**src/robPkg.sv**
```systemverilog
package robPkg;

  // core sizes
  localparam int numArchRegs   = 8;
  localparam int numPhysRegs   = 32;
  localparam int numRobEntries = 8;
  localparam int numLanes      = 4;

  typedef logic [$clog2(numArchRegs)-1:0]   archIdx_t;
  typedef logic [$clog2(numPhysRegs)-1:0]   physIdx_t;
  typedef logic [$clog2(numRobEntries)-1:0] robIdx_t;

  typedef enum logic [1:0] {
    opAdd = 2'd0,
    opMul = 2'd1,
    opDiv = 2'd2
  } opcode_t;

  typedef enum logic [1:0] {
    laneIdle = 2'd0,
    laneBusy = 2'd1,
    laneDone = 2'd2
  } laneState_t;

  typedef struct packed {
    archIdx_t destArch;
    opcode_t  opcode;
    logic     halt;
  } dispatchPacket_t;

  typedef struct packed {
    opcode_t opcode;
    robIdx_t robIdx;
  } issuePacket_t;

  typedef struct packed {
    logic    valid;
    robIdx_t robIdx;
  } completePacket_t;

  typedef struct packed {
    logic     valid;
    archIdx_t destArch;
    physIdx_t physReg;
    physIdx_t oldPhysReg;
    logic     halt;
  } retirePacket_t;

  // execution latency in cycles per opcode
  function automatic logic [2:0] opLatency(opcode_t op);
    case (op)
      opAdd:   return 3'd1;
      opMul:   return 3'd3;
      opDiv:   return 3'd6;
      default: return 3'd1;
    endcase
  endfunction

endpackage

```
**src/freeList.sv**
```systemverilog
`timescale 1ns/1ns

module freeList (
  input  logic                  clock,
  input  logic                  reset,
  input  logic                  dispatchFire,
  input  robPkg::retirePacket_t retire,
  output robPkg::physIdx_t      freeReg,
  output logic                  freeAvail
);

  robPkg::physIdx_t regs [robPkg::numPhysRegs];
  robPkg::physIdx_t head;
  robPkg::physIdx_t tail;
  logic [$clog2(robPkg::numPhysRegs):0] count;

  logic push;
  logic pop;

  assign push = retire.valid;
  assign pop  = dispatchFire;

  assign freeReg   = regs[head];
  assign freeAvail = (count != '0);

  always_ff @(posedge clock) begin
    if (reset) begin
      // registers above the architectural range start out free
      for (int i = 0; i < robPkg::numPhysRegs; i++) begin
        regs[i] <= robPkg::physIdx_t'(i + robPkg::numArchRegs);
      end
      head  <= '0;
      tail  <= robPkg::physIdx_t'(robPkg::numPhysRegs - robPkg::numArchRegs);
      count <= ($clog2(robPkg::numPhysRegs)+1)'(robPkg::numPhysRegs - robPkg::numArchRegs);
    end else begin
      if (push) begin
        regs[tail] <= retire.oldPhysReg;
        tail       <= tail + 1'b1;
      end
      if (pop) begin
        head <= head + 1'b1;
      end
      case ({push, pop})
        2'b10:   count <= count + 1'b1;
        2'b01:   count <= count - 1'b1;
        default: count <= count;
      endcase
    end
  end

  // dispatch must have seen freeAvail before popping
  popNotEmpty: assert property (@(posedge clock) disable iff (reset)
    dispatchFire |-> freeAvail);

endmodule

```
**src/mapTable.sv**
```systemverilog
`timescale 1ns/1ns

module mapTable (
  input  logic             clock,
  input  logic             reset,
  input  logic             dispatchFire,
  input  robPkg::archIdx_t destArch,
  input  robPkg::physIdx_t newPhys,
  output robPkg::physIdx_t oldPhys
);

  robPkg::physIdx_t map [robPkg::numArchRegs];

  // previous mapping goes to the ROB as the register to free later
  assign oldPhys = map[destArch];

  always_ff @(posedge clock) begin
    if (reset) begin
      // identity map
      for (int i = 0; i < robPkg::numArchRegs; i++) begin
        map[i] <= robPkg::physIdx_t'(i);
      end
    end else if (dispatchFire) begin
      map[destArch] <= newPhys;
    end
  end

endmodule

```
**src/dispatchStage.sv**
```systemverilog
`timescale 1ns/1ns

module dispatchStage (
  input  logic                            dispatchValid,
  input  robPkg::dispatchPacket_t         dispatch,
  input  logic                            robHasRoom,
  input  logic                            freeAvail,
  input  logic [robPkg::numLanes-1:0]     laneIdle,
  input  robPkg::robIdx_t                 robTail,
  output logic                            dispatchReady,
  output logic                            dispatchFire,
  output logic [robPkg::numLanes-1:0]     laneStart,
  output robPkg::issuePacket_t            issue
);

  logic [robPkg::numLanes-1:0] pick;

  // all three resources needed before accepting
  assign dispatchReady = robHasRoom & freeAvail & (|laneIdle);
  assign dispatchFire  = dispatchValid & dispatchReady;

  // lowest idle lane wins, so scan downward
  always_comb begin
    pick = '0;
    for (int i = robPkg::numLanes - 1; i >= 0; i--) begin
      if (laneIdle[i]) begin
        pick    = '0;
        pick[i] = 1'b1;
      end
    end
  end

  assign laneStart = dispatchFire ? pick : '0;

  assign issue.opcode = dispatch.opcode;
  assign issue.robIdx = robTail;

endmodule

```
**src/execLane.sv**
```systemverilog
`timescale 1ns/1ns

module execLane (
  input  logic                    clock,
  input  logic                    reset,
  input  logic                    laneStart,
  input  robPkg::issuePacket_t    issue,
  input  logic                    laneGrant,
  output logic                    laneIdle,
  output robPkg::completePacket_t laneComplete
);

  robPkg::laneState_t state;
  logic [2:0]         count;
  robPkg::robIdx_t    robIdx;

  assign laneIdle            = (state == robPkg::laneIdle);
  assign laneComplete.valid  = (state == robPkg::laneDone);
  assign laneComplete.robIdx = robIdx;

  always_ff @(posedge clock) begin
    if (reset) begin
      state <= robPkg::laneIdle;
      count <= '0;
    end else begin
      case (state)
        robPkg::laneIdle: begin
          if (laneStart) begin
            state <= robPkg::laneBusy;
            count <= robPkg::opLatency(issue.opcode);
          end
        end
        robPkg::laneBusy: begin
          // last cycle of the latency
          if (count == 3'd1) begin
            state <= robPkg::laneDone;
          end
          count <= count - 1'b1;
        end
        robPkg::laneDone: begin
          if (laneGrant) begin
            state <= robPkg::laneIdle;
          end
        end
        default: state <= robPkg::laneIdle;
      endcase
    end
  end

  always_ff @(posedge clock) begin
    if (laneStart) begin
      robIdx <= issue.robIdx;
    end
  end

  // dispatch only starts lanes that report idle
  startWhenIdle: assert property (@(posedge clock) disable iff (reset)
    laneStart |-> state == robPkg::laneIdle);

endmodule

```
**src/completeArbiter.sv**
```systemverilog
`timescale 1ns/1ns

module completeArbiter (
  input  robPkg::completePacket_t     laneComplete [robPkg::numLanes],
  output logic [robPkg::numLanes-1:0] laneGrant,
  output robPkg::completePacket_t     robComplete
);

  // fixed priority, lane 0 highest
  always_comb begin
    laneGrant   = '0;
    robComplete = '0;
    for (int i = robPkg::numLanes - 1; i >= 0; i--) begin
      if (laneComplete[i].valid) begin
        laneGrant    = '0;
        laneGrant[i] = 1'b1;
        robComplete  = laneComplete[i];
      end
    end
  end

endmodule

```
**src/reorderBuffer.sv**
```systemverilog
`timescale 1ns/1ns

module reorderBuffer (
  input  logic                    clock,
  input  logic                    reset,
  input  logic                    dispatchFire,
  input  robPkg::archIdx_t        destArch,
  input  robPkg::physIdx_t        newPhys,
  input  robPkg::physIdx_t        oldPhys,
  input  logic                    halt,
  input  robPkg::completePacket_t robComplete,
  output robPkg::robIdx_t         robTail,
  output logic                    robHasRoom,
  output robPkg::retirePacket_t   retire
);

  typedef struct packed {
    robPkg::archIdx_t destArch;
    robPkg::physIdx_t physReg;
    robPkg::physIdx_t oldPhysReg;
    logic             halt;
  } robPayload_t;

  logic [robPkg::numRobEntries-1:0] entryValid;
  logic [robPkg::numRobEntries-1:0] entryComplete;
  robPayload_t                      payload [robPkg::numRobEntries];

  robPkg::robIdx_t head;
  robPkg::robIdx_t tail;
  logic            retireNow;
  robPayload_t     headEntry;

  assign headEntry = payload[head];
  assign retireNow = entryValid[head] & entryComplete[head];

  // tail slot is usable if empty or leaving this cycle
  assign robHasRoom = !entryValid[tail] || retireNow;
  assign robTail    = tail;

  assign retire.valid      = retireNow;
  assign retire.destArch   = headEntry.destArch;
  assign retire.physReg    = headEntry.physReg;
  assign retire.oldPhysReg = headEntry.oldPhysReg;
  assign retire.halt       = retireNow & headEntry.halt;

  always_ff @(posedge clock) begin
    if (reset) begin
      head          <= '0;
      tail          <= '0;
      entryValid    <= '0;
      entryComplete <= '0;
    end else begin
      if (retireNow) begin
        entryValid[head]    <= 1'b0;
        entryComplete[head] <= 1'b0;
        head                <= head + 1'b1;
      end
      if (robComplete.valid) begin
        entryComplete[robComplete.robIdx] <= 1'b1;
      end
      // a full buffer refills the slot that retires, so dispatch goes last
      if (dispatchFire) begin
        entryValid[tail]    <= 1'b1;
        entryComplete[tail] <= 1'b0;
        tail                <= tail + 1'b1;
      end
    end
  end

  always_ff @(posedge clock) begin
    if (dispatchFire) begin
      payload[tail].destArch   <= destArch;
      payload[tail].physReg    <= newPhys;
      payload[tail].oldPhysReg <= oldPhys;
      payload[tail].halt       <= halt;
    end
  end

  // a lane only finishes work that was dispatched into a live entry
  completeOnValid: assert property (@(posedge clock) disable iff (reset)
    robComplete.valid |-> entryValid[robComplete.robIdx]);

endmodule

```
**src/renameCore.sv**
```systemverilog
`timescale 1ns/1ns

module renameCore (
  input  logic                    clock,
  input  logic                    reset,
  input  logic                    dispatchValid,
  input  robPkg::dispatchPacket_t dispatch,
  output logic                    dispatchReady,
  output robPkg::retirePacket_t   retire
);

  logic                        dispatchFire;
  logic                        freeAvail;
  logic                        robHasRoom;
  robPkg::physIdx_t            freeReg;
  robPkg::physIdx_t            oldPhys;
  robPkg::robIdx_t             robTail;
  robPkg::issuePacket_t        issue;
  robPkg::completePacket_t     robComplete;
  logic [robPkg::numLanes-1:0] laneIdle;
  logic [robPkg::numLanes-1:0] laneStart;
  logic [robPkg::numLanes-1:0] laneGrant;
  robPkg::completePacket_t     laneComplete [robPkg::numLanes];

  freeList freeListInst (
    .clock        (clock),
    .reset        (reset),
    .dispatchFire (dispatchFire),
    .retire       (retire),
    .freeReg      (freeReg),
    .freeAvail    (freeAvail)
  );

  mapTable mapTableInst (
    .clock        (clock),
    .reset        (reset),
    .dispatchFire (dispatchFire),
    .destArch     (dispatch.destArch),
    .newPhys      (freeReg),
    .oldPhys      (oldPhys)
  );

  dispatchStage dispatchStageInst (
    .dispatchValid (dispatchValid),
    .dispatch      (dispatch),
    .robHasRoom    (robHasRoom),
    .freeAvail     (freeAvail),
    .laneIdle      (laneIdle),
    .robTail       (robTail),
    .dispatchReady (dispatchReady),
    .dispatchFire  (dispatchFire),
    .laneStart     (laneStart),
    .issue         (issue)
  );

  for (genvar i = 0; i < robPkg::numLanes; i++) begin : gLane
    execLane laneInst (
      .clock        (clock),
      .reset        (reset),
      .laneStart    (laneStart[i]),
      .issue        (issue),
      .laneGrant    (laneGrant[i]),
      .laneIdle     (laneIdle[i]),
      .laneComplete (laneComplete[i])
    );
  end

  completeArbiter completeArbiterInst (
    .laneComplete (laneComplete),
    .laneGrant    (laneGrant),
    .robComplete  (robComplete)
  );

  reorderBuffer reorderBufferInst (
    .clock        (clock),
    .reset        (reset),
    .dispatchFire (dispatchFire),
    .destArch     (dispatch.destArch),
    .newPhys      (freeReg),
    .oldPhys      (oldPhys),
    .halt         (dispatch.halt),
    .robComplete  (robComplete),
    .robTail      (robTail),
    .robHasRoom   (robHasRoom),
    .retire       (retire)
  );

endmodule

```
**config.mk**
```make
export PLATFORM = sky130hd
export DESIGN_NAME = renameCore
export DESIGN_NICKNAME = d
export VERILOG_FILES = /design/src/robPkg.sv /design/src/freeList.sv /design/src/mapTable.sv /design/src/dispatchStage.sv /design/src/execLane.sv /design/src/completeArbiter.sv /design/src/reorderBuffer.sv /design/src/renameCore.sv
export SDC_FILE = /design/constraint.sdc
export NUM_CORES = 1
export LEC_CHECK = 0
export CAP_MARGIN = 20
export CELL_PAD_IN_SITES_DETAIL_PLACEMENT = 0
export CELL_PAD_IN_SITES_GLOBAL_PLACEMENT = 1
export CORE_AREA = 3 3 184 186
export CTS_CLUSTER_SIZE = 16
export DETAILED_ROUTE_END_ITERATION = 10
export DIE_AREA = 0 0 187 189
export DONT_BUFFER_PORTS = 1
export HOLD_SLACK_MARGIN = 0.03
export PLACE_DENSITY_LB_ADDON = 0.1
export SLEW_MARGIN = 30
export SYNTH_ARGS = -nofsm -noshare
export SYNTH_HDL_FRONTEND = slang
export SYNTH_SLANG_ARGS = --single-unit
```
**constraint.sdc**
```tcl
create_clock -name clock -period 5 [get_ports clock]
set_clock_uncertainty 0.2 [all_clocks]
set_input_delay 0.25 -clock clock [delete_from_list [all_inputs] [get_ports clock]]
set_output_delay 0.25 -clock clock [all_outputs]
set_load 0.01 [all_outputs]
```
# Yosys cells after proc, flatten, opt, wreduce, memory -nomap -nowiden
# Memory sizes are Yosys's and may differ from the RTL's. A register that Yosys moved wholly into a read port is not among the register bits.
# Index checks and enable logic that the tools add are counted.
[word_totals]
ramBits = 312
mem_count = 3
out_inout_bits = 16
reg_bits = 70
[memory_table]
columns = ["name", "words", "word_bits", "rd", "rd_clocked_by_memory_dff", "write_ports", "line_no", "text"]
rows = [
  ["freeListInst.regs", 32, 5, 1, 1, 32, "freeList.sv:12", "robPkg::physIdx_t regs [robPkg::numPhysRegs];"],
  ["reorderBufferInst.payload", 8, 14, 1, 1, 1, "reorderBuffer.sv:26", "robPayload_t payload [robPkg::numRobEntries];"],
  ["mapTableInst.map", 8, 5, 1, 0, 8, "mapTable.sv:12", "robPkg::physIdx_t map [robPkg::numArchRegs];"],
]
[op_classes]
magnitude_cmp = 6
addsub = 10
bitwise_logic = 12
reduce_logical = 26
n_eq_ne = 28
mux = 78
[op_table]
columns = ["op", "n"]
rows = [
  ["8-bit 2-to-1 mux", 8],
  ["4-bit 2-to-1 mux", 13],
  ["3-bit one-hot mux with 2 select lines", 5],
  ["5-bit 2-to-1 mux", 5],
  ["8-bit AND", 3],
  ["2-bit 2-to-1 mux", 12],
  ["2-bit one-hot mux with 3 select lines", 4],
  ["3-bit 2-to-1 mux", 7],
  ["1-bit 2-to-1 mux", 17],
  ["2-bit inequality test, second input constant", 8],
  ["8-bit inverter", 2],
  ["8-bit bitwise OR", 2],
  ["2-bit by 1-bit == test with 1-bit output, second input constant", 6],
  ["2-bit == test, second input constant", 6],
  ["3-bit by 1-bit == test with 1-bit output, second input constant", 4],
  ["3-bit by 4-bit < comparator with 1-bit output, second input constant", 3],
  ["6-bit one-hot mux with 2 select lines", 1],
  ["3-bit AND reduction", 4],
  ["3-bit by 1-bit subtractor with 3-bit output, second input constant", 4],
  ["5-bit by 1-bit adder with 5-bit output, second input constant", 2],
  ["2-bit nonzero test", 5],
  ["5-bit OR reduction", 2],
  ["1-bit binary-select mux with 3-bit select", 3],
  ["1-bit demux with 3-bit select", 3],
  ["other kinds (13)", 31],
]

# Longest topological paths before layout
# Gate-level depths: netlist (run 1).
[logic_depth]
ltp_word = 14
mapped_depth = 17
mapped_depth_nobuf = 14

# By module
# A second synthesis (run 1) with hierarchy kept.
[hier_totals]
hier_cells = 1329
area_unflattened_um2 = 17907.2
[modules_own_cells]
columns = ["module", "n_inst", "area_per_inst_um2", "seq_area_each_um2", "cells_each"]
rows = [
  ["freeList", 1, 8498.2, 5225.0, 695],
  ["reorderBuffer", 1, 5437.7, 3863.7, 300],
  ["mapTable", 1, 1955.6, 1201.2, 124],
  ["execLane", 4, 429.2, 190.2, 43],
  ["completeArbiter", 1, 177.7, 0.0, 22],
  ["dispatchStage", 1, 121.4, 0.0, 16],
]

# Worst setup path before layout (run 1)
# Ideal clock, no wire load.
[synth_path]
path_type = "register to register"
startpoint = "register reorderBufferInst.tail[1] (netlist: reorderBufferInst.robTail[1])"
endpoint = "memory reorderBufferInst.payload[0][0] (netlist name), enable pin"
slack_ns = 1.095
path_buffers = 2
path_stages_with_launch = 7
arrival_time_ns = 3.281
setup_ns = 0.425
path_cell_list = "dfxtp_1 -> clkbuf_1 -> mux4_2 -> mux2i_1 -> o211ai_1 -> buf_2 -> nor4_1"
[synth_via]
elab_chain_cells = 9
[synth_rtl]
columns = ["element", "line_no", "text"]
rows = [
  ["start, declared", "reorderBuffer.sv:29", "robPkg::robIdx_t tail;"],
  ["start signal, assigned", "reorderBuffer.sv:65", "tail <= tail + 1'b1;"],
  ["1-bit binary-select mux with 3-bit select", "reorderBuffer.sv:37", "assign robHasRoom = !entryValid[tail] || retireNow;"],
  ["1-bit 2-to-1 mux (implied by the code)", "reorderBuffer.sv:37", ""],
  ["1-bit logical NOT", "reorderBuffer.sv:37", ""],
  ["1-bit logical OR", "reorderBuffer.sv:37", ""],
  ["1-bit AND (2 in a row)", "dispatchStage.sv:19", "assign dispatchReady = robHasRoom & freeAvail & (|laneIdle);"],
  ["1-bit AND", "dispatchStage.sv:20", "assign dispatchFire = dispatchValid & dispatchReady;"],
  ["1-bit 2-to-1 mux", "reorderBuffer.sv:71", "if (dispatchFire) begin"],
  ["1-bit 2-to-1 mux (implied by the code)", "reorderBuffer.sv:75", "payload[tail].halt <= halt;"],
  ["end, declared", "reorderBuffer.sv:26", ""],
]
# Several ways; a longest one is shown, not always the timed one. The select of a mux whose other input is x is not followed.

==> reports/qor.yml, run 1 <==
logic_synthesis:
  yosysWarningCount: 0
  synth_edf_count: 324
  synthArstFlopShare: 0
  ys_ff_latch: 390
  synthTopCellsByArea: "edfxtp_1 (56%), mux4_2 (11%), dfxtp_1 (7.6%)"
  synthCells: 1253
  netlist.area_leader.share: 0.560
  postSynthAreaPerCell_um2: 13.9
  yosysSeqAreaShare: 0.636
  ys_types: 62
  synth_largest_area_cell: "edfxtp_1"
  synth-main-ff-cell: "edfxtp_1"
  syn_nets: 1282
  syn_area_mm2: 0.0174
grt:
  grt.overflow.total: 0
  use_met3: 0.0391
  grt_pass1_wl_mm: 63.9
  grt_max_degree: 57
  grt-busiest-layer: "met2"
  antenna_found_initial: 0
  grt_usage: 0.237
  met1_usage: 0.350
  grtUsageMet2: 0.376
  grt_pass1_vias: 10476
clock_tree:
  root_buffer: "clkbuf_16"
  numCtsBuffers: 41
  clk_latency_ps: 550
  clk_pin_slew_ps: 60
  cts-resized-gates: 0
  htree_levels: 2
  clock_path_buffers: 3
  cts_setup_buffers: 0
  ctsHoldBuffers: 11
  cts_tree: "built"
  cts_sinks: 390
placed_design:
  dp_hpwl_mm: 26.3
  io_buffers: 0
  preCtsSetupSlack_ps: 902
  place_congestion: 0.812
critical_path:
  start_kind: "flip-flop"
  cp.arrival_ps: 4860
  cp-end-kind: "flip-flop"
  critPathMaxFanout: 15
  regToRegSetupSlack_ps: 420
  path_class: "reg -> reg"
  reg2reg_to: "freeListInst.count[2]"
  r2r-start: "reorderBufferInst.head[0]"
  critPathRequiredTime_ps: 5290
  worstRegToRegCells: 13
power:
  p_int_mw: 5.86
  swShare: 0.255
  irDropWorstVdd_mv: 0.211
  p_comb_frac: 0.131
  powerDensity_mw_per_mm2: 409
  switching_power_mw: 2.01
  leakage_nw: 5.80
  pwr-share-seq: 0.493
  pwr-share-clk: 0.376
layout:
  num_antenna_cells: 0
  syn_to_final_growth_pct: 10.7
  multi_input_area_mm2: 0.00587
  drive_above_1_share: 0.170
  ff_latch_area_mm2: 0.0111
  final_cell_mix: "edfxtp_1 (324), nor2_1 (146), nand2_1 (138)"
  final_common_cell: "edfxtp_1"
  fin_nets: 1274
  filler_cell_count: 2605
sta:
  rsz0062_at_grt: "no"
  worst_slew_pin_slew_ps: 972
  fin_crit_sh: 0.915
  setup_violations: 0
  hold_viol: 0
  worst_slack_ps: 424
  finalMaxSlewViolations: 0
  fin_crit_ps: 4580
  clock.fmax_ghz: 0.219
  fin_setup_tns_ps: 0
  worst_slew_margin_rel: 0.350
detailed_routing:
  ant_nets: 0
  remaining_drc_errors: 0
  routed_via_density: 6.12
  route.vias.total: 10517
  drt_wl_total_mm: 41.1
  drtIter0Drc: 1003
  routedWlPerCell_um: 23.9
  first_pass_iters: 6
floorplanning:
  core_area_mm2: 0.0325
  std_cell_rows: 66
  dieArea_mm2: 0.0353
  die_y_um: 189
  fp.dieW_um: 187
  pin_count: 25
  start_util: 0.536
outcome:
  status: "completed"
worst_hold_path:
  hold_class: "in -> reg"
  hold_end: "reorderBufferInst.payload[0][3]"
  hold_start: "dispatch[4]"
  whs_path_depth: 2
flow_run:
  cap_violations: 0
==> cell families (layout without fill, tap and decap cells) <==
kind of cell / after synthesis / in the layout / share of synthesized area
adder cells (fa/ha/maj): 20 / 20 / 0.0144
flip-flops: 390 / 390 / 0.636
multiplexers: 125 / 125 / 0.144
AND/OR/NAND/NOR: 435 / 435 / 0.114
AO/OA/AOI/OAI: 152 / 152 / 0.0568
buffers and inverters: 118 / 142 / 0.0288
XOR/XNOR: 13 / 13 / 0.00655
==> worst max-delay path: stages (launching register included) <==
cell and delay (ps):
dfxtp_1 590, inv_1 220, mux4_2 510, a21oi_4 510
o211ai_1 200, inv_1 100, ha_1 460, xor2_1 130
ha_1 220, a21oi_1 240, xor2_1 120, or3_1 330
a21oi_1 140, dlygate4sd3_1 550
==> flip-flops by register name, summed over array words and instances, names as in the netlist, 5 cells and up, named ones only <==
name and count:
freeListInst.count 6, freeListInst.head 5, freeListInst.regs 160, freeListInst.tail 5, gLane.laneInst.count 12, gLane.laneInst.robIdx 12, gLane.laneInst.state 8, mapTableInst.map 40
reorderBufferInst.entryComplete 8, reorderBufferInst.entryValid 8, reorderBufferInst.payload 112
==> layout make-up <==
cell class,count,area share
inverters,29,0.00566
flip-flops and latches,390,0.575
clock buffers,55,0.0587
well taps,442,0.0287
clock inverters,20,0.00917
repair buffers,38,0.0178
multi-input cells,745,0.305
==> layer usage <==
metal / up-vias / wire [um]
met5: - / 0
met4: 0 / 640
met3: 57 / 2870
met2: 380 / 19400
met1: 5326 / 18300
li1: 4754 / -
==> power groups by stage <==
stage | Combinational [mW] | Clock, mW | Sequential (mW)
6_report | 1.03 | 2.96 | 3.88
5_1_grt | 1.11 | 3.15 | 3.90
4_1_cts | 1.03 | 3.02 | 3.88
3_5_place_dp | 1.00 | 0 | 3.95
3_3_place_gp | 0.995 | 0 | 3.94
2_1_floorplan | 0.821 | 0 | 3.84
==> worst max-delay path by stage <==
stage,endpoint,from,slack (ps)
6_report,freeListInst.count[2],reorderBufferInst.head[0],420
5_1_grt,freeListInst.count[2],reorderBufferInst.head[0],40
4_1_cts,freeListInst.count[2],reorderBufferInst.head[0],420
3_5_place_dp,freeListInst.count[5],reorderBufferInst.head[0],900
3_3_place_gp,freeListInst.count[4],reorderBufferInst.head[0],1020
2_1_floorplan,reorderBufferInst.payload[0][0],reorderBufferInst.robTail[1],1090
==> synthesized netlist by cell type (all sizes together), types with 14 or more instances <==
| library cell | n |
|---|---|
| buf | 33 |
| nor2b | 15 |
| ha | 20 |
| nand2b | 14 |
| mux4 | 93 |
| inv | 29 |
| a21oi | 25 |
| clkbuf | 56 |
| nor2 | 146 |
| edfxtp | 324 |
| nor4 | 24 |
| or3 | 14 |
| nand2 | 138 |
| mux2 | 20 |
| dfxtp | 66 |
| o21ai | 48 |
| nor3 | 40 |
==> stage by stage <==
stage	area [um2]	utilization	instances	total power [mW]	hold slack [ps]
floorplan	17400	-	1253	4.67	149
global placement	17800	0.548	1633	4.94	130
detailed placement	17800	0.549	1633	4.95	132
CTS	19200	0.593	1719	7.93	30.0
global route	19200	0.593	1719	8.17	61.5
finish	19200	0.593	1719	7.87	58.4
(Power assumes the default switching activity.)
==> run 2: changes to the inputs <==
Settings changed: GPL_ROUTABILITY_DRIVEN from default to 0.
Clock period 5 ns to 4.8 ns, I/O delays scaled along.
==> run 2 against run 1 <==
Worst hold slack worse by 9.5 ps. Global-route usage is 0.23 points higher. Highest routed layer unchanged. Worst setup slack better by 440 ps. Largest cell class unchanged. Non-clock buffer count is 1 higher. Final cell count is 0.23% higher. Flip-flop and latch count stayed put. Wire length is 0.58% higher. First-iteration DRC count is 2.6% higher. Register-to-register slack better by 440 ps.
==> reports/qor.yml, run 2 (same netlist as run 1, synthesis figures left out) <==
clock_tree:
  numCtsBuffers: 42  # +2.4%
  cts_sinks: 390  # unchanged
  clk_latency_ps: 550  # about the same
  cts_setup_buffers: 0  # unchanged
  clk_pin_slew_ps: 60  # about the same
  htree_levels: 2  # unchanged
  cts_tree: "built"
  root_buffer: "clkbuf_16"
  clock_path_buffers: 3  # unchanged
sta:
  worst_slew_pin_slew_ps: 930  # -42.9 ps
  fin_setup_tns_ps: 0  # unchanged
  fin_crit_ps: 3940  # -639 ps
  whs_ps: 48.9  # -9.50 ps
  finalMaxSlewViolations: 0  # unchanged
  fin_crit_sh: 0.820  # -0.0951
  rsz0062_at_grt: "no"
  worst_slew_margin_rel: 0.374  # +0.0236
  setup_violations: 0  # unchanged
  clock.fmax_ghz: 0.254  # +16%
  hold_viol: 0  # unchanged
flow_run:
  cap_violations: 0  # unchanged
power:
  power_mw: 8.40  # +6.8%
  leakage_nw: 5.85  # +0.77%
  irDropWorstVdd_mv: 0.269  # +28%
  powerDensity_mw_per_mm2: 435  # +6.3%
floorplanning:
  die_y_um: 189  # unchanged
  start_util: 0.536  # unchanged
  fp.dieW_um: 187  # unchanged
  std_cell_rows: 66  # unchanged
  core_area_mm2: 0.0325  # unchanged
  dieArea_mm2: 0.0353  # unchanged
  pin_count: 25  # unchanged
detailed_routing:
  remaining_drc_errors: 0  # unchanged
  routedWlPerCell_um: 24.0  # +0.35%
  routed_via_density: 6.11  # about the same
  ant_nets: 0  # unchanged
  drt_wl_total_mm: 41.4  # +0.58%
  route.vias.total: 10534  # +0.16%
  drtIter0Drc: 1029  # +2.6%
  first_pass_iters: 5  # -1
critical_path:
  r2r-start: "reorderBufferInst.head[0]"
  regToRegSetupSlack_ps: 860  # +440 ps
  cp-end-kind: "flip-flop"
  critPathRequiredTime_ps: 5020  # -270 ps
  cp.arrival_ps: 4150  # -710 ps
  critPathMaxFanout: 14  # -1
  crit_start: "reorderBufferInst.head[0]"
  crit_path_end: "freeListInst.count[4]"
  worstRegToRegCells: 15  # +2
  start_kind: "flip-flop"
  reg2reg_to: "freeListInst.count[4]"
  path_class: "reg -> reg"
grt:
  grt.overflow.total: 0  # unchanged
  grt_pass1_wl_mm: 64.4  # +0.91%
  grt_pass1_vias: 10582  # +1.0%
  antenna_found_initial: 0  # unchanged
  grt_usage: 0.239  # +0.00225
  grt_max_degree: 56  # -1.8%
placed_design:
  dp_hpwl_mm: 26.2  # -0.45%
  dp_cells: 1633  # unchanged
  io_buffers: 0  # unchanged
layout:
  fin_nets: 1276  # +0.16%
  largest_reg_flops: 160  # unchanged
  fin_util: 0.596  # +0.00308
  drive_above_1_share: 0.169  # -0.00131
  reg_top3: "freeListInst.regs: 160 flops, reorderBufferInst.payload: 112 flops, mapTableInst.map: 40 flops"
  num_antenna_cells: 0  # unchanged
  top_register: "freeListInst.regs"
  final_common_cell: "edfxtp_1"
  filler_cell_count: 2530  # -2.9%
  syn_to_final_growth_pct: 11.3
  ff_latch_area_mm2: 0.0111  # about the same
  stdcell_count: 1723  # +0.23%
  multi_input_area_mm2: 0.00587  # about the same
  final_cell_mix: "edfxtp_1 (324), nor2_1 (146), nand2_1 (138)"
worst_hold_path:
  hold_class: "in -> reg"
  hold_start: "dispatch[1]"
outcome:
  status: "completed"
## run 2: cell types whose count changed in the layout (fill, tap and decap cells not counted), moves of 2 or more
cell        previous run  this run
clkbuf_1               9        14
bufinv_16              2         6
clkbuf_8               5         1
clkinv_2               9         7
clkinvlp_4             2         0
## run 2: metal layers
metal	part of all wire	global-route usage
met1	0.44	0.346
met2	0.46	0.377
met3	0.071	0.0487
met4	0.021	0.0602
met5	0	0
## run 2: worst min path at each step
stage                                                  to  slack, ps  cells after the start
final                          gLane[0].laneInst.count[2]         50                      3
after global routing      reorderBufferInst.payload[0][5]         60                      2
after CTS                 reorderBufferInst.payload[0][5]         30                      2
after detailed placement             freeListInst.tail[2]        120                      1
after global placement               freeListInst.tail[1]        120                      1
after floorplan           reorderBufferInst.payload[0][0]        140                      0
## run 2: stage by stage
step,setup WS [ps],area [um2]
2_1_floorplan,895,17400
3_3_place_gp,948,17800
3_5_place_dp,900,17800
4_1_cts,861,19300
5_1_grt,550,19300
6_report,863,19300
## run 2: what timing repair did
action / CTS / global route
hold buffers: 12 / 0
endpoints found under the setup margin: 0 / 0
hold endpoints to repair: 200 / 0
gates resized for setup: 0 / 0
## run 2: cell type report
cell class                      count  share of cell area
Clock buffer                       57              0.0578
Multi-Input combinational cell    745               0.304
Inverter                           29             0.00563
Tap cell                          442              0.0286
Clock inverter                     21              0.0142
Timing Repair Buffer               39              0.0182
Sequential cell                   390               0.572
## run 2: power breakdown
| group | internal (mW) | switching, mW | leakage [nW] |
|---|---|---|---|
| combinational | 0.451 | 0.606 | 1.79 |
| sequential | 3.88 | 0.164 | 3.38 |
| clock | 1.97 | 1.34 | 0.682 |
## run 2: worst max-delay path, cell delays in order, from the launching register on
cell and delay [ps]:
dfxtp_1 590, mux4_2 560, mux2i_1 310, a21oi_4 70, buf_4 210, o211ai_1 220, inv_1 80, ha_1 350
xor2_1 210, ha_1 220, a21oi_1 240, nor3b_1 80, o21ai_0 170, a21oi_1 100, xnor2_1 140, nand2_1 60
==> run 3: changes to the inputs <==
Settings changed: CORE_AREA 3 3 184 186 to 3 3 195 197, DIE_AREA 0 0 187 189 to 0 0 198 200.
Clock period 4.8 ns to 3.27 ns, I/O delays scaled along.
==> run 3 against run 2 <==
Sequential power up 45%. Sequential share of layout area down 1.9 points. First-iteration DRC count down 4.9%. Worst setup slack worse by 700 ps. Via count up 1.3%. Flip-flop and latch count unchanged. Cell area up 3.5%. Clock power up 35%. Non-clock buffer count up 83. Critical endpoint is now mapTableInst.map[6][4]. Largest power group unchanged. Highest routed layer unchanged.
==> reports/qor.yml, run 3 (same netlist as run 1, synthesis figures left out) <==
detailed_routing:
  route.vias.total: 10675  # +1.3%
  drtIter0Drc: 979  # -4.9%
  first_pass_iters: 5  # unchanged
  remaining_drc_errors: 0  # unchanged
  routed_via_density: 5.83  # -4.6%
  ant_nets: 0  # unchanged
  routedWlPerCell_um: 23.0  # -4.2%
  drt_wl_total_mm: 42.1  # +1.8%
flow_run:
  cap_violations: 0  # unchanged
layout:
  reg_top3: "freeListInst.regs: 160 flops, reorderBufferInst.payload: 112 flops, mapTableInst.map: 40 flops"
  filler_cell_count: 3039  # +20%
  final_cell_area_mm2: 0.0200  # +3.5%
  syn_to_final_growth_pct: 15.2
  largest_reg_flops: 160  # unchanged
  num_antenna_cells: 0  # unchanged
  multi_input_area_mm2: 0.00592  # +0.81%
  fin_util: 0.549  # -0.0465
  ff_latch_area_mm2: 0.0111  # about the same
  fin_nets: 1359  # +6.5%
  top_register: "freeListInst.regs"
  final_cell_mix: "edfxtp_1 (324), nor2_1 (146), nand2_1 (138)"
  final_common_cell: "edfxtp_1"
  drive_above_1_share: 0.227  # +0.0581
critical_path:
  critPathMaxFanout: 19  # +5
  cp_num_buf_inv: 2  # unchanged
  cp-end-kind: "flip-flop"
  cp.arrival_ps: 3090  # -1060 ps
  slowest_delay_ps: 820  # +230 ps
  crit_top_cell: "buf_4"
  cpMaxStageDelayCell: "o31ai_1"
  cp_num_cells: 7  # -8
  critPathRequiredTime_ps: 3250  # -1770 ps
  start_kind: "flip-flop"
  crit_chain: "nand2b_1, mux4_2, a21oi_4, o211ai_1, buf_4, buf_4, o31ai_1"
  worstRegToRegCells: 7  # -8
  cp_top_family: "compound AO/OA/AOI/OAI gates"
  path_class: "reg -> reg"
clock_tree:
  htree_levels: 2  # unchanged
  clk_pin_slew_ps: 60  # about the same
  clock_path_buffers: 3  # unchanged
  clk_latency_ps: 560  # about the same
  numCtsBuffers: 42  # unchanged
  cts_tree: "built"
  root_buffer: "clkbuf_16"
  cts_sinks: 390  # unchanged
floorplanning:
  pin_count: 25  # unchanged
  std_cell_rows: 70  # +6.1%
  die_y_um: 200  # +5.8%
  dieArea_mm2: 0.0396  # +12%
  fp.dieW_um: 198  # +5.9%
  start_util: 0.477  # -0.0585
  core_area_mm2: 0.0364  # +12%
sta:
  rsz0062_at_grt: "yes"
  worst_slack_ps: 159  # -704 ps
  worst_slew_margin_rel: 0.357  # -0.0167
  whs_ps: 230  # +181 ps
  worst_slew_pin_slew_ps: 956  # +26.8 ps
  clock.fmax_ghz: 0.321  # +27%
  fin_crit_sh: 0.951  # +0.131
  hold_viol: 0  # unchanged
  fin_crit_ps: 3110  # -826 ps
  finalMaxSlewViolations: 0  # unchanged
  setup_violations: 0  # unchanged
grt:
  grt.overflow.total: 0  # unchanged
  grt_pass1_vias: 10729  # +1.4%
  grt_pass1_wl_mm: 64.5  # +0.18%
  grt_max_degree: 57  # +1.8%
  antenna_found_initial: 0  # unchanged
  grt_usage: 0.216  # -0.0233
worst_hold_path:
  whs_path_depth: 1  # -2
  hold_class: "in -> reg"
power:
  p_int_mw: 9.04  # +44%
  irDropWorstVdd_mv: 0.379  # +41%
  p_comb_frac: 0.152  # +0.026
  switching_power_mw: 3.13  # +49%
  pwr-share-seq: 0.480  # about the same
  leakage_nw: 6.23  # +6.5%
  pwr-share-clk: 0.368  # -0.025
  powerDensity_mw_per_mm2: 608  # +40%
  swShare: 0.257  # +0.00632
  power_mw: 12.2  # +45%
outcome:
  status: "completed"
placed_design:
  placed_area_mm2: 0.0185  # +4.2%
  dp_hpwl_mm: 28.1  # +7.2%
  preCtsSetupSlack_ps: -11.1  # -911 ps
  io_buffers: 0  # unchanged
run 3: through the flow:
step,std cells,TNS (ps)
final,1831,0
after detailed placement,1740,-11.1
after global routing,1831,-55.4
after floorplan,1253,-3240
after global placement,1740,0
after CTS,1829,0
run 3: repair_timing:
item                                    4_1_cts  5_1_grt
hold buffers                                 12        1
gates resized for setup                       2        5
endpoints found under the setup margin        2        4
endpoints found under the hold margin       307        8
pin swaps                                     0        2
setup buffers                                 0        1
run 3: area by class of cell:
type / count / area share
inverter: 29 / 0.00544
sequential: 390 / 0.553
multi-input combinational: 745 / 0.296
clock buffer: 62 / 0.0598
clock inverter: 15 / 0.00488
tap: 468 / 0.0293
timing repair buffer: 122 / 0.0524
run 3: routing by layer:
layer  routed length (um)  global-route usage  part of all wire  up-vias
met5                    0                   0                 0        -
met4                  762              0.0488             0.018        0
met3                 2190              0.0383             0.052       57
met2                19900               0.346              0.47      257
met1                19300               0.313              0.46     5436
li1                     -                   -                 -     4925
run 3: final timing paths:
check	startpoint	end	slack (ps)
min	dispatch[0]	reorderBufferInst.payload[5][0]	230
max	reorderBufferInst.head[1]	mapTableInst.map[6][4]	160
min reg2reg	gLane[3].laneInst.count[0]	gLane[3].laneInst.count[0]	280
max reg2reg	reorderBufferInst.head[1]	mapTableInst.map[6][4]	160
run 3: power by group through the flow:
stage	clock network [mW]	logic [mW]	registers (mW)
6_report	4.48	1.85	5.84
4_1_cts	4.58	1.87	5.84
3_3_place_gp	0	1.81	5.94
3_5_place_dp	0	1.82	5.95
5_1_grt	4.77	2.01	5.87
2_1_floorplan	0	1.29	5.88
